--- config.mk ---
export PLATFORM = sky130hd
export DESIGN_NAME = rvExecCore
export DESIGN_NICKNAME = d
export VERILOG_FILES = /design/src/hw/rvCtrlPkg.sv /design/src/hw/rvIsaPkg.sv /design/src/hw/rvDecode.sv /design/src/hw/rvExecCore.sv /design/src/hw/rvExecute.sv /design/src/hw/rvRegFile.sv
export SDC_FILE = /design/constraint.sdc
export NUM_CORES = 2
export LEC_CHECK = 0
export BUFFER_PORTS_ARGS = -buffer_cell sky130_fd_sc_hd__buf_2
export CAP_MARGIN = 20
export CORE_MARGIN = 1
export CORE_UTILIZATION = 50
export DETAILED_ROUTE_END_ITERATION = 10
export GPL_ROUTABILITY_DRIVEN = 1
export PLACE_DENSITY = 0.68
export SKIP_CTS_REPAIR_TIMING = 1
export SLEW_MARGIN = 25
export SYNTH_ARGS = -nofsm -noshare
export SYNTH_HDL_FRONTEND = slang
export SYNTH_HIERARCHICAL = 1
export SYNTH_SLANG_ARGS = --single-unit
--- constraint.sdc ---
create_clock -name clk -period 74.3 [get_ports clk]
set_input_delay 11.145 -clock clk [delete_from_list [all_inputs] [get_ports clk]]
set_output_delay 11.145 -clock clk [all_outputs]
set_load 0.005 [all_outputs]
--- src/hw/rvCtrlPkg.sv ---
package rvCtrlPkg;

    // ALU operation as seen by the execute stage
    // Encoding is local to this datapath, not taken from the ISA
    typedef enum logic [3:0] {
        // Two's complement sum, also used for store addresses
        aluAdd   = 4'd0,
        aluSub   = 4'd1,
        // Shifts use the low five bits of operand B
        aluSll   = 4'd2,
        // Set-less-than, signed and unsigned
        aluSlt   = 4'd3,
        aluSltu  = 4'd4,
        aluXor   = 4'd5,
        aluSrl   = 4'd6,
        aluSra   = 4'd7,
        aluOr    = 4'd8,
        aluAnd   = 4'd9,
        // Operand B straight through, for LUI
        aluPassB = 4'd10
    } aluOpT;

endpackage

--- src/hw/rvIsaPkg.sv ---
package rvIsaPkg;

    // Base integer width for data and instruction words
    localparam int xLen = 32;

    // Register index width, 32 architectural registers
    localparam int regAddrWidth = 5;

    // Major opcode field
    localparam int opcodeWidth = 7;

    // Opcodes of the kept instruction classes
    localparam logic [opcodeWidth-1:0] opLui   = 7'b0110111;
    localparam logic [opcodeWidth-1:0] opImm   = 7'b0010011;
    localparam logic [opcodeWidth-1:0] opReg   = 7'b0110011;
    localparam logic [opcodeWidth-1:0] opStore = 7'b0100011;

    // Shared func3 codes of OP and OP-IMM
    localparam logic [2:0] f3AddSub = 3'b000;
    localparam logic [2:0] f3Sll    = 3'b001;
    localparam logic [2:0] f3Slt    = 3'b010;
    localparam logic [2:0] f3Sltu   = 3'b011;
    localparam logic [2:0] f3Xor    = 3'b100;
    localparam logic [2:0] f3SrlSra = 3'b101;
    localparam logic [2:0] f3Or     = 3'b110;
    localparam logic [2:0] f3And    = 3'b111;

    // Word store, the only store width kept
    localparam logic [2:0] f3Sw = 3'b010;

    // Alternate func7, picks SUB over ADD and SRA over SRL
    localparam logic [6:0] f7Alt = 7'b0100000;

endpackage

--- src/hw/rvDecode.sv ---
module rvDecode (
    input  logic                               clk,
    input  logic                               rst,
    input  logic                               instrValid,
    input  logic [rvIsaPkg::xLen-1:0]          instr,
    output logic                               decValid,
    output logic                               illegal,
    output logic [rvIsaPkg::regAddrWidth-1:0]  rs1,
    output logic [rvIsaPkg::regAddrWidth-1:0]  rs2,
    output logic [rvIsaPkg::regAddrWidth-1:0]  rd,
    output logic [rvIsaPkg::xLen-1:0]          imm,
    output logic                               aluSrc,
    output rvCtrlPkg::aluOpT                   aluOp,
    output logic                               regWrite,
    output logic                               memWrite
);

    import rvIsaPkg::*;
    import rvCtrlPkg::*;

    // Stage register, raw word plus its valid bit
    logic [xLen-1:0]        instrQ;
    logic                   validQ;

    // Instruction fields
    logic [opcodeWidth-1:0] opcode;
    logic [2:0]             func3;
    logic [6:0]             func7;

    // Raw decode before the illegal and valid qualification
    logic                   writesReg;
    logic                   writesMem;
    logic                   badInstr;

    // Valid bit is control state, word is payload only
    always_ff @(posedge clk or posedge rst)
    begin
        if (rst)
            validQ <= 1'b0;
        else
            validQ <= instrValid;
    end

    // Hold the word only when a new one is offered
    always_ff @(posedge clk)
    begin
        if (instrValid)
            instrQ <= instr;
    end

    // Fixed field positions shared by all formats
    assign opcode = instrQ[6:0];
    assign rd     = instrQ[11:7];
    assign func3  = instrQ[14:12];
    assign rs1    = instrQ[19:15];
    assign rs2    = instrQ[24:20];
    assign func7  = instrQ[31:25];

    always_comb
    begin
        // Defaults describe a bubble
        imm       = '0;
        aluSrc    = 1'b0;
        aluOp     = aluAdd;
        writesReg = 1'b0;
        writesMem = 1'b0;
        badInstr  = 1'b0;

        case (opcode)
            opLui:
            begin
                // U format, upper twenty bits, low twelve zero
                imm       = {instrQ[31:12], 12'b0};
                aluSrc    = 1'b1;
                aluOp     = aluPassB;
                writesReg = 1'b1;
            end

            opImm:
            begin
                // I format, sign-extended; shamt sits in imm[4:0]
                imm       = {{20{instrQ[31]}}, instrQ[31:20]};
                aluSrc    = 1'b1;
                writesReg = 1'b1;
                case (func3)
                    f3AddSub: aluOp = aluAdd;
                    f3Sll:    aluOp = aluSll;
                    f3Slt:    aluOp = aluSlt;
                    f3Sltu:   aluOp = aluSltu;
                    f3Xor:    aluOp = aluXor;
                    // SRAI vs SRLI from func7
                    f3SrlSra: aluOp = (func7 == f7Alt) ? aluSra : aluSrl;
                    f3Or:     aluOp = aluOr;
                    default:  aluOp = aluAnd;
                endcase
            end

            opReg:
            begin
                writesReg = 1'b1;
                case (func3)
                    f3AddSub: aluOp = (func7 == f7Alt) ? aluSub : aluAdd;
                    f3Sll:    aluOp = aluSll;
                    f3Slt:    aluOp = aluSlt;
                    f3Sltu:   aluOp = aluSltu;
                    f3Xor:    aluOp = aluXor;
                    f3SrlSra: aluOp = (func7 == f7Alt) ? aluSra : aluSrl;
                    f3Or:     aluOp = aluOr;
                    default:  aluOp = aluAnd;
                endcase
                // Only zero, or the alternate code on ADD/SUB and SRL/SRA
                if (func7 == f7Alt)
                    badInstr = (func3 != f3AddSub) && (func3 != f3SrlSra);
                else
                    badInstr = (func7 != 7'b0);
            end

            opStore:
            begin
                // S format, immediate split around rd field
                imm       = {{20{instrQ[31]}}, instrQ[31:25], instrQ[11:7]};
                aluSrc    = 1'b1;
                aluOp     = aluAdd;
                writesMem = 1'b1;
                // Byte and halfword stores not carried
                badInstr  = (func3 != f3Sw);
            end

            default:
                badInstr = 1'b1;
        endcase
    end

    // Qualify by the stage valid; an illegal word has no side effect
    assign decValid = validQ;
    assign illegal  = validQ && badInstr;
    assign regWrite = validQ && writesReg && !badInstr;
    assign memWrite = validQ && writesMem && !badInstr;

endmodule

--- src/hw/rvExecCore.sv ---
module rvExecCore (
    input  logic                               clk,
    input  logic                               rst,
    input  logic                               instrValid,
    input  logic [rvIsaPkg::xLen-1:0]          instr,
    output logic                               wbValid,
    output logic [rvIsaPkg::regAddrWidth-1:0]  wbRd,
    output logic [rvIsaPkg::xLen-1:0]          wbData,
    output logic                               storeValid,
    output logic [rvIsaPkg::xLen-1:0]          storeAddr,
    output logic [rvIsaPkg::xLen-1:0]          storeData,
    output logic                               illegal
);

    import rvIsaPkg::*;
    import rvCtrlPkg::*;

    // Decode stage outputs
    logic                    decValid;
    logic [regAddrWidth-1:0] rs1;
    logic [regAddrWidth-1:0] rs2;
    logic [regAddrWidth-1:0] rd;
    logic [xLen-1:0]         imm;
    logic                    aluSrc;
    aluOpT                   aluOp;
    logic                    regWrite;
    logic                    memWrite;

    // Register file read data
    logic [xLen-1:0]         rs1Data;
    logic [xLen-1:0]         rs2Data;

    // Write port back from execute
    logic                    wrEn;
    logic [regAddrWidth-1:0] wrAddr;
    logic [xLen-1:0]         wrData;

    rvDecode decodeInst (
        .clk(clk), .rst(rst), .instrValid(instrValid), .instr(instr),
        .decValid(decValid), .illegal(illegal), .rs1(rs1), .rs2(rs2), .rd(rd),
        .imm(imm), .aluSrc(aluSrc), .aluOp(aluOp),
        .regWrite(regWrite), .memWrite(memWrite)
    );

    // Read during the decode cycle, no forwarding path
    rvRegFile regFileInst (
        .clk(clk), .rst(rst), .rs1(rs1), .rs2(rs2),
        .wrEn(wrEn), .wrAddr(wrAddr), .wrData(wrData),
        .rs1Data(rs1Data), .rs2Data(rs2Data)
    );

    rvExecute executeInst (
        .clk(clk), .rst(rst), .decValid(decValid), .rd(rd), .imm(imm),
        .aluSrc(aluSrc), .aluOp(aluOp), .regWrite(regWrite), .memWrite(memWrite),
        .rs1Data(rs1Data), .rs2Data(rs2Data),
        .wrEn(wrEn), .wrAddr(wrAddr), .wrData(wrData),
        .wbValid(wbValid), .wbRd(wbRd), .wbData(wbData),
        .storeValid(storeValid), .storeAddr(storeAddr), .storeData(storeData)
    );

endmodule

--- src/hw/rvExecute.sv ---
module rvExecute (
    input  logic                               clk,
    input  logic                               rst,
    input  logic                               decValid,
    input  logic [rvIsaPkg::regAddrWidth-1:0]  rd,
    input  logic [rvIsaPkg::xLen-1:0]          imm,
    input  logic                               aluSrc,
    input  rvCtrlPkg::aluOpT                   aluOp,
    input  logic                               regWrite,
    input  logic                               memWrite,
    input  logic [rvIsaPkg::xLen-1:0]          rs1Data,
    input  logic [rvIsaPkg::xLen-1:0]          rs2Data,
    output logic                               wrEn,
    output logic [rvIsaPkg::regAddrWidth-1:0]  wrAddr,
    output logic [rvIsaPkg::xLen-1:0]          wrData,
    output logic                               wbValid,
    output logic [rvIsaPkg::regAddrWidth-1:0]  wbRd,
    output logic [rvIsaPkg::xLen-1:0]          wbData,
    output logic                               storeValid,
    output logic [rvIsaPkg::xLen-1:0]          storeAddr,
    output logic [rvIsaPkg::xLen-1:0]          storeData
);

    import rvIsaPkg::*;
    import rvCtrlPkg::*;

    logic [xLen-1:0] opB;
    logic [xLen-1:0] aluResult;
    logic [4:0]      shamt;

    // Immediate for I, U and S formats
    assign opB   = aluSrc ? imm : rs2Data;
    assign shamt = opB[4:0];

    always_comb
    begin
        case (aluOp)
            aluAdd:   aluResult = rs1Data + opB;
            aluSub:   aluResult = rs1Data - opB;
            aluSll:   aluResult = rs1Data << shamt;
            aluSlt:   aluResult = {31'b0, $signed(rs1Data) < $signed(opB)};
            aluSltu:  aluResult = {31'b0, rs1Data < opB};
            aluXor:   aluResult = rs1Data ^ opB;
            aluSrl:   aluResult = rs1Data >> shamt;
            // Arithmetic shift keeps the sign bit
            aluSra:   aluResult = $unsigned($signed(rs1Data) >>> shamt);
            aluOr:    aluResult = rs1Data | opB;
            aluAnd:   aluResult = rs1Data & opB;
            aluPassB: aluResult = opB;
            default:  aluResult = '0;
        endcase
    end

    // Register file write, taken at the next edge
    assign wrEn   = decValid && regWrite;
    assign wrAddr = rd;
    assign wrData = aluResult;

    // Output strobes, cleared by reset
    always_ff @(posedge clk or posedge rst)
    begin
        if (rst)
        begin
            wbValid    <= 1'b0;
            storeValid <= 1'b0;
        end
        else
        begin
            wbValid    <= decValid && regWrite;
            storeValid <= decValid && memWrite;
        end
    end

    // Payload only loads alongside its strobe
    always_ff @(posedge clk)
    begin
        if (decValid && regWrite)
        begin
            wbRd   <= rd;
            wbData <= aluResult;
        end
        // ALU sum is rs1 plus the S immediate
        if (decValid && memWrite)
        begin
            storeAddr <= aluResult;
            storeData <= rs2Data;
        end
    end

    // Decode never flags both, so the two ports stay exclusive
    aOneStrobe: assert property (@(posedge clk) disable iff (rst)
        !(wbValid && storeValid))
        else $error("wbValid and storeValid both set");

endmodule

--- src/hw/rvRegFile.sv ---
module rvRegFile (
    input  logic                               clk,
    input  logic                               rst,
    input  logic [rvIsaPkg::regAddrWidth-1:0]  rs1,
    input  logic [rvIsaPkg::regAddrWidth-1:0]  rs2,
    input  logic                               wrEn,
    input  logic [rvIsaPkg::regAddrWidth-1:0]  wrAddr,
    input  logic [rvIsaPkg::xLen-1:0]          wrData,
    output logic [rvIsaPkg::xLen-1:0]          rs1Data,
    output logic [rvIsaPkg::xLen-1:0]          rs2Data
);

    import rvIsaPkg::*;

    // x1 to x31 only, x0 has no storage
    logic [xLen-1:0] regs [1:31];

    // Write commits at the edge that ends the decode cycle
    always_ff @(posedge clk or posedge rst)
    begin
        if (rst)
        begin
            for (int i = 1; i < 32; i++)
                regs[i] <= '0;
        end
        else if (wrEn && (wrAddr != '0))
        begin
            regs[wrAddr] <= wrData;
        end
    end

    // Combinational reads, x0 hardwired to zero
    assign rs1Data = (rs1 == '0) ? '0 : regs[rs1];
    assign rs2Data = (rs2 == '0) ? '0 : regs[rs2];

    // Next decode read of the written register sees the new value
    aWriteReadBack: assert property (@(posedge clk) disable iff (rst)
        (wrEn && (wrAddr != '0)) |=>
            ((rs1 != $past(wrAddr)) || (rs1Data == $past(wrData))))
        else $error("register read missed the previous write");

endmodule

==> results <==
- The leakage power of the design is ~34 nW.
- The number of detailed-routing iterations run before antenna repair is 6.
- IR analysis of the VDD net gives a maximum drop of 0.0196 mV.
- The die is 371 microns tall.
- The clock-pin slew reported for the worst setup and hold paths after clock tree synthesis is 60 ps.
- Grouping stages by cell kind, the critical path spends the most delay in buffers and inverters.
- Routability-driven placement finished with a final weighted congestion of about 1.0.
- The detailed router's first-iteration violation count is between 6000 and 7000.
- For this design, the slowest cell found on the critical path is buf_4.
- For this configuration, the core starts out at a cell density of 0.503.
- For this run, asynchronously set or reset flops after synthesis account for 0.882.
- From synthesis to final layout, the design area changed by 10.5%.
- The final non-filler cell total is between 7000 and 8000.
- The number of antenna violations at the first check in global routing is 13.
- The total nets after synthesis is around 5700.
- The setup check on the worst reg-to-reg path leaves a slack of 65050 ps.
- The count of clock tree sinks is roughly 1100.
- Static timing analysis puts the maximum clock frequency at approximately 0.070 GHz.
- The number of warnings issued by yosys is 6.
- For this run, the register share of the synthesized area comes to 0.424.
- The worst setup path is of the in -> async kind.
- Setup violations remaining at the end of the flow were counted as 0.
- The die area is around 140000 sq um.
- The post-route clock skew is slightly above 60 ps.
- Walking the worst path, the cells encountered are buf_2 > inv_8 > buf_4 > buf_4 > buf_6 > buf_4.
- After detailed routing, the total wire length is 247000 microns.
- The DRC violations left is 0.
- The placement-stage worst setup slack is a little under 60000 ps.
- The number of pins with negative max-slew slack in the final report is 0.
- In this run the power density over the cells is 21.7 nW/um^2.
- The final hold violation count was 0.
- Measured on the finished design, the core utilization comes to 0.556.
- The wire length of the first global-routing pass is 357000 microns.
- At the pin with the least slew margin, the transition time is between 1000 and 1500 ps.
- Of the cells placed in the final design, the portion with a size suffix greater than 1 is 0.385.
- The maximum net fanout on the critical path is 96.
- The remaining number of nets flagged by the antenna check after routing is 0.
- The H-tree was split into 3 levels.
- The number of global-route vias before repair is 50700.
- Measured against its own limit, the worst slew margin works out to 0.209.
- Counting both buffers and inverters, the worst setup path holds a total of 6.
- After synthesis the cells add up to roughly 68000 sq um.
- The run finished with clean final reports.
- Of the available clock period, the critical path in the final layout requires 0.193.
- The post-synthesis area per instance is around 12 sq um.
- Entering global routing, the biggest net connects 97 pins.
- In this run, placement finished with an instance count of about 7100.
- The critical path required time is around 75000 ps.
- At the worst endpoint, the arrival time is 15140 ps.
- Once routing completed, OpenROAD measured the worst setup slack at 59950 ps.
- The initialized floorplan defines roughly 140 standard-cell rows.
- The number of buffers inserted by port buffering is between 100 and 150.
- The distinct cell type count of the synthesized netlist is 96.
- In the global route stage, overall resource usage came out at 0.357.
- The chip width is 371 microns.
- The post-route setup TNS is 0 ps.
- The final critical path time including I/O delays and setup is between 10000 and 15000 ps.
- Detailed routing inserted a total of 51700 vias.
- The number of buffers added by the clock tree synthesis step is around 120.
- The count of fill cells added during filler insertion is about 11000.
- between 100 and 150 I/O pins were placed.
- In this run, synthesis produced a sequential element count of between 1000 and 1500.
- Dividing the detail-routed wire length by the instance count gives between 30 and 40 microns.
- Setup repair after global routing left no endpoint under its margin.
- The post-detailed-route via-to-cell ratio is 7.01.
- The dominant register cell in the synthesized netlist is dfrtp_1.
- The detailed-placement wirelength estimate is about 160000 microns.
- The clock tree root driver cell is clkbuf_16.
- TritonCTS built the clock tree.
- The later pin in the worst-skew pair is clocked with a latency of approximately 800 ps.
- The path class of the tightest hold or removal check is reg -> reg.
- The type of destination of the critical path is an async pin.
- The peak per-stage delay on the critical path is 830 ps.
- The number of flops mapped to enable cells by yosys is 133.
- In this run the deepest clock path goes through 3 buffers.
- Counting stages on the worst path, the most repeated cell is buf_4.
- The cell count after synthesis came out at between 5000 and 6000.
- STA classifies the critical path startpoint as a primary input.
- The number of nets at the end of the flow is roughly 5600.
- The aggregate global routing overflow is 0.
- Across the run, the number of max-cap violations was 0.
- The total area inside the core boundary comes to between 100000 and 150000 sq um.
[cell families (layout without fill, tap and decap cells)]
group | Yosys count | in the layout | share of synthesized area
compound gates | 888 | 888 | 0.0899
xor+xnor | 13 | 13 | 0.00167
fa+ha+maj | 102 | 102 | 0.0190
buf+inv | 664 | 694 | 0.0430
flops | 1128 | 1128 | 0.424
mux | 1789 | 1789 | 0.357
other cells | 0 | 6 | 0
simple gates | 971 | 971 | 0.0651
[Yosys cell counts (36+ instances only)]
library cell  instances  share of area
a21oi_1             241          0.018
inv_1               115         0.0063
buf_2               110         0.0081
a22oi_1              40         0.0044
nand2_1             377          0.021
nor2b_1              77         0.0071
a211oi_1             36         0.0040
a221oi_1             74         0.0095
edfxtp_1            133          0.059
nor2_1              237          0.013
nand3_1              78         0.0057
mux2_2             1079           0.18
buf_1                86         0.0047
nor3_1               75         0.0055
mux2i_1             297          0.044
o211ai_1             66         0.0073
ha_1                100          0.018
mux4_2              402           0.13
o21ai_0             118         0.0087
buf_4                44         0.0048
clkbuf_1            286          0.016
dfrtp_1             995           0.37
o22ai_1              44         0.0040
[registers in the layout (all words and copies together) (netlist names)]
register / flops
executeInst/wbRd: 5
executeInst/wbValid: 1
executeInst/wbData: 32
executeInst/storeValid: 1
decodeInst/instrQ: 32
executeInst/storeAddr: 32
regFileInst/regs: 992
decodeInst/decValid: 1
executeInst/storeData: 32
[report_power, final]
part           total, mW  switching (mW)  internal, mW
registers          0.639         0.00620         0.633
logic              0.316           0.229        0.0866
clock network      0.680           0.269         0.411
[layer usage]
layer	global-route usage	vias to the layer above	part of all wire
met4	0.207	10	0.065
met2	0.523	3100	0.43
li1	-	20900	-
met1	0.483	26900	0.39
met5	0	-	0.00036
met3	0.0897	733	0.11
[final timing paths]
kind                                  startpoint                    end  cells past startpoint
max                                          rst   regFileInst/regs[77]                      6
min                        regFileInst/regs[464]  regFileInst/regs[464]                      1
max reg2reg                decodeInst/instrQ[15]  regFileInst/regs[320]                     17
min reg2reg                regFileInst/regs[464]  regFileInst/regs[464]                      1
max in group clk           decodeInst/instrQ[31]                illegal                      4
min in group asynchronous                    rst    decodeInst/decValid                      2
[cells in the final DEF (no fill, tap or decap), types with 43 or more instances in the layout]
cell type / n
nor3_1: 74
a221oi_1: 74
nor2_1: 219
inv_1: 114
nor2b_1: 74
o21ai_0: 97
dfrtp_1: 995
a21oi_1: 241
nand2_1: 362
mux4_2: 402
o22ai_1: 43
clkbuf_16: 120
nand3_1: 78
buf_2: 138
edfxtp_1: 133
ha_1: 100
buf_4: 196
mux2i_1: 295
mux2_2: 1079
o211ai_1: 66
[stage by stage]
stage | hold slack (ps) | cell area [sq um] | power (mW)
2_1_floorplan | 491 | 68100 | 0.838
3_3_place_gp | 499 | 70600 | 0.952
3_5_place_dp | 511 | 70700 | 0.954
4_1_cts | 524 | 75200 | 1.63
5_1_grt | 537 | 75300 | 1.68
6_report | 519 | 75300 | 1.63
[layout make-up]
cell class | count | area, sq um | share of cell area
multi-input cells | 3763 | 36700 | 0.488
flip-flops and latches | 1128 | 28900 | 0.384
clock buffers | 161 | 3450 | 0.0458
repair buffers | 346 | 2390 | 0.0318
well taps | 1781 | 2230 | 0.0296
clock inverters | 67 | 1100 | 0.0146
inverters | 120 | 463 | 0.00615
diodes | 6 | 15.0 | 0.000199
(Power assumes the default switching activity.)
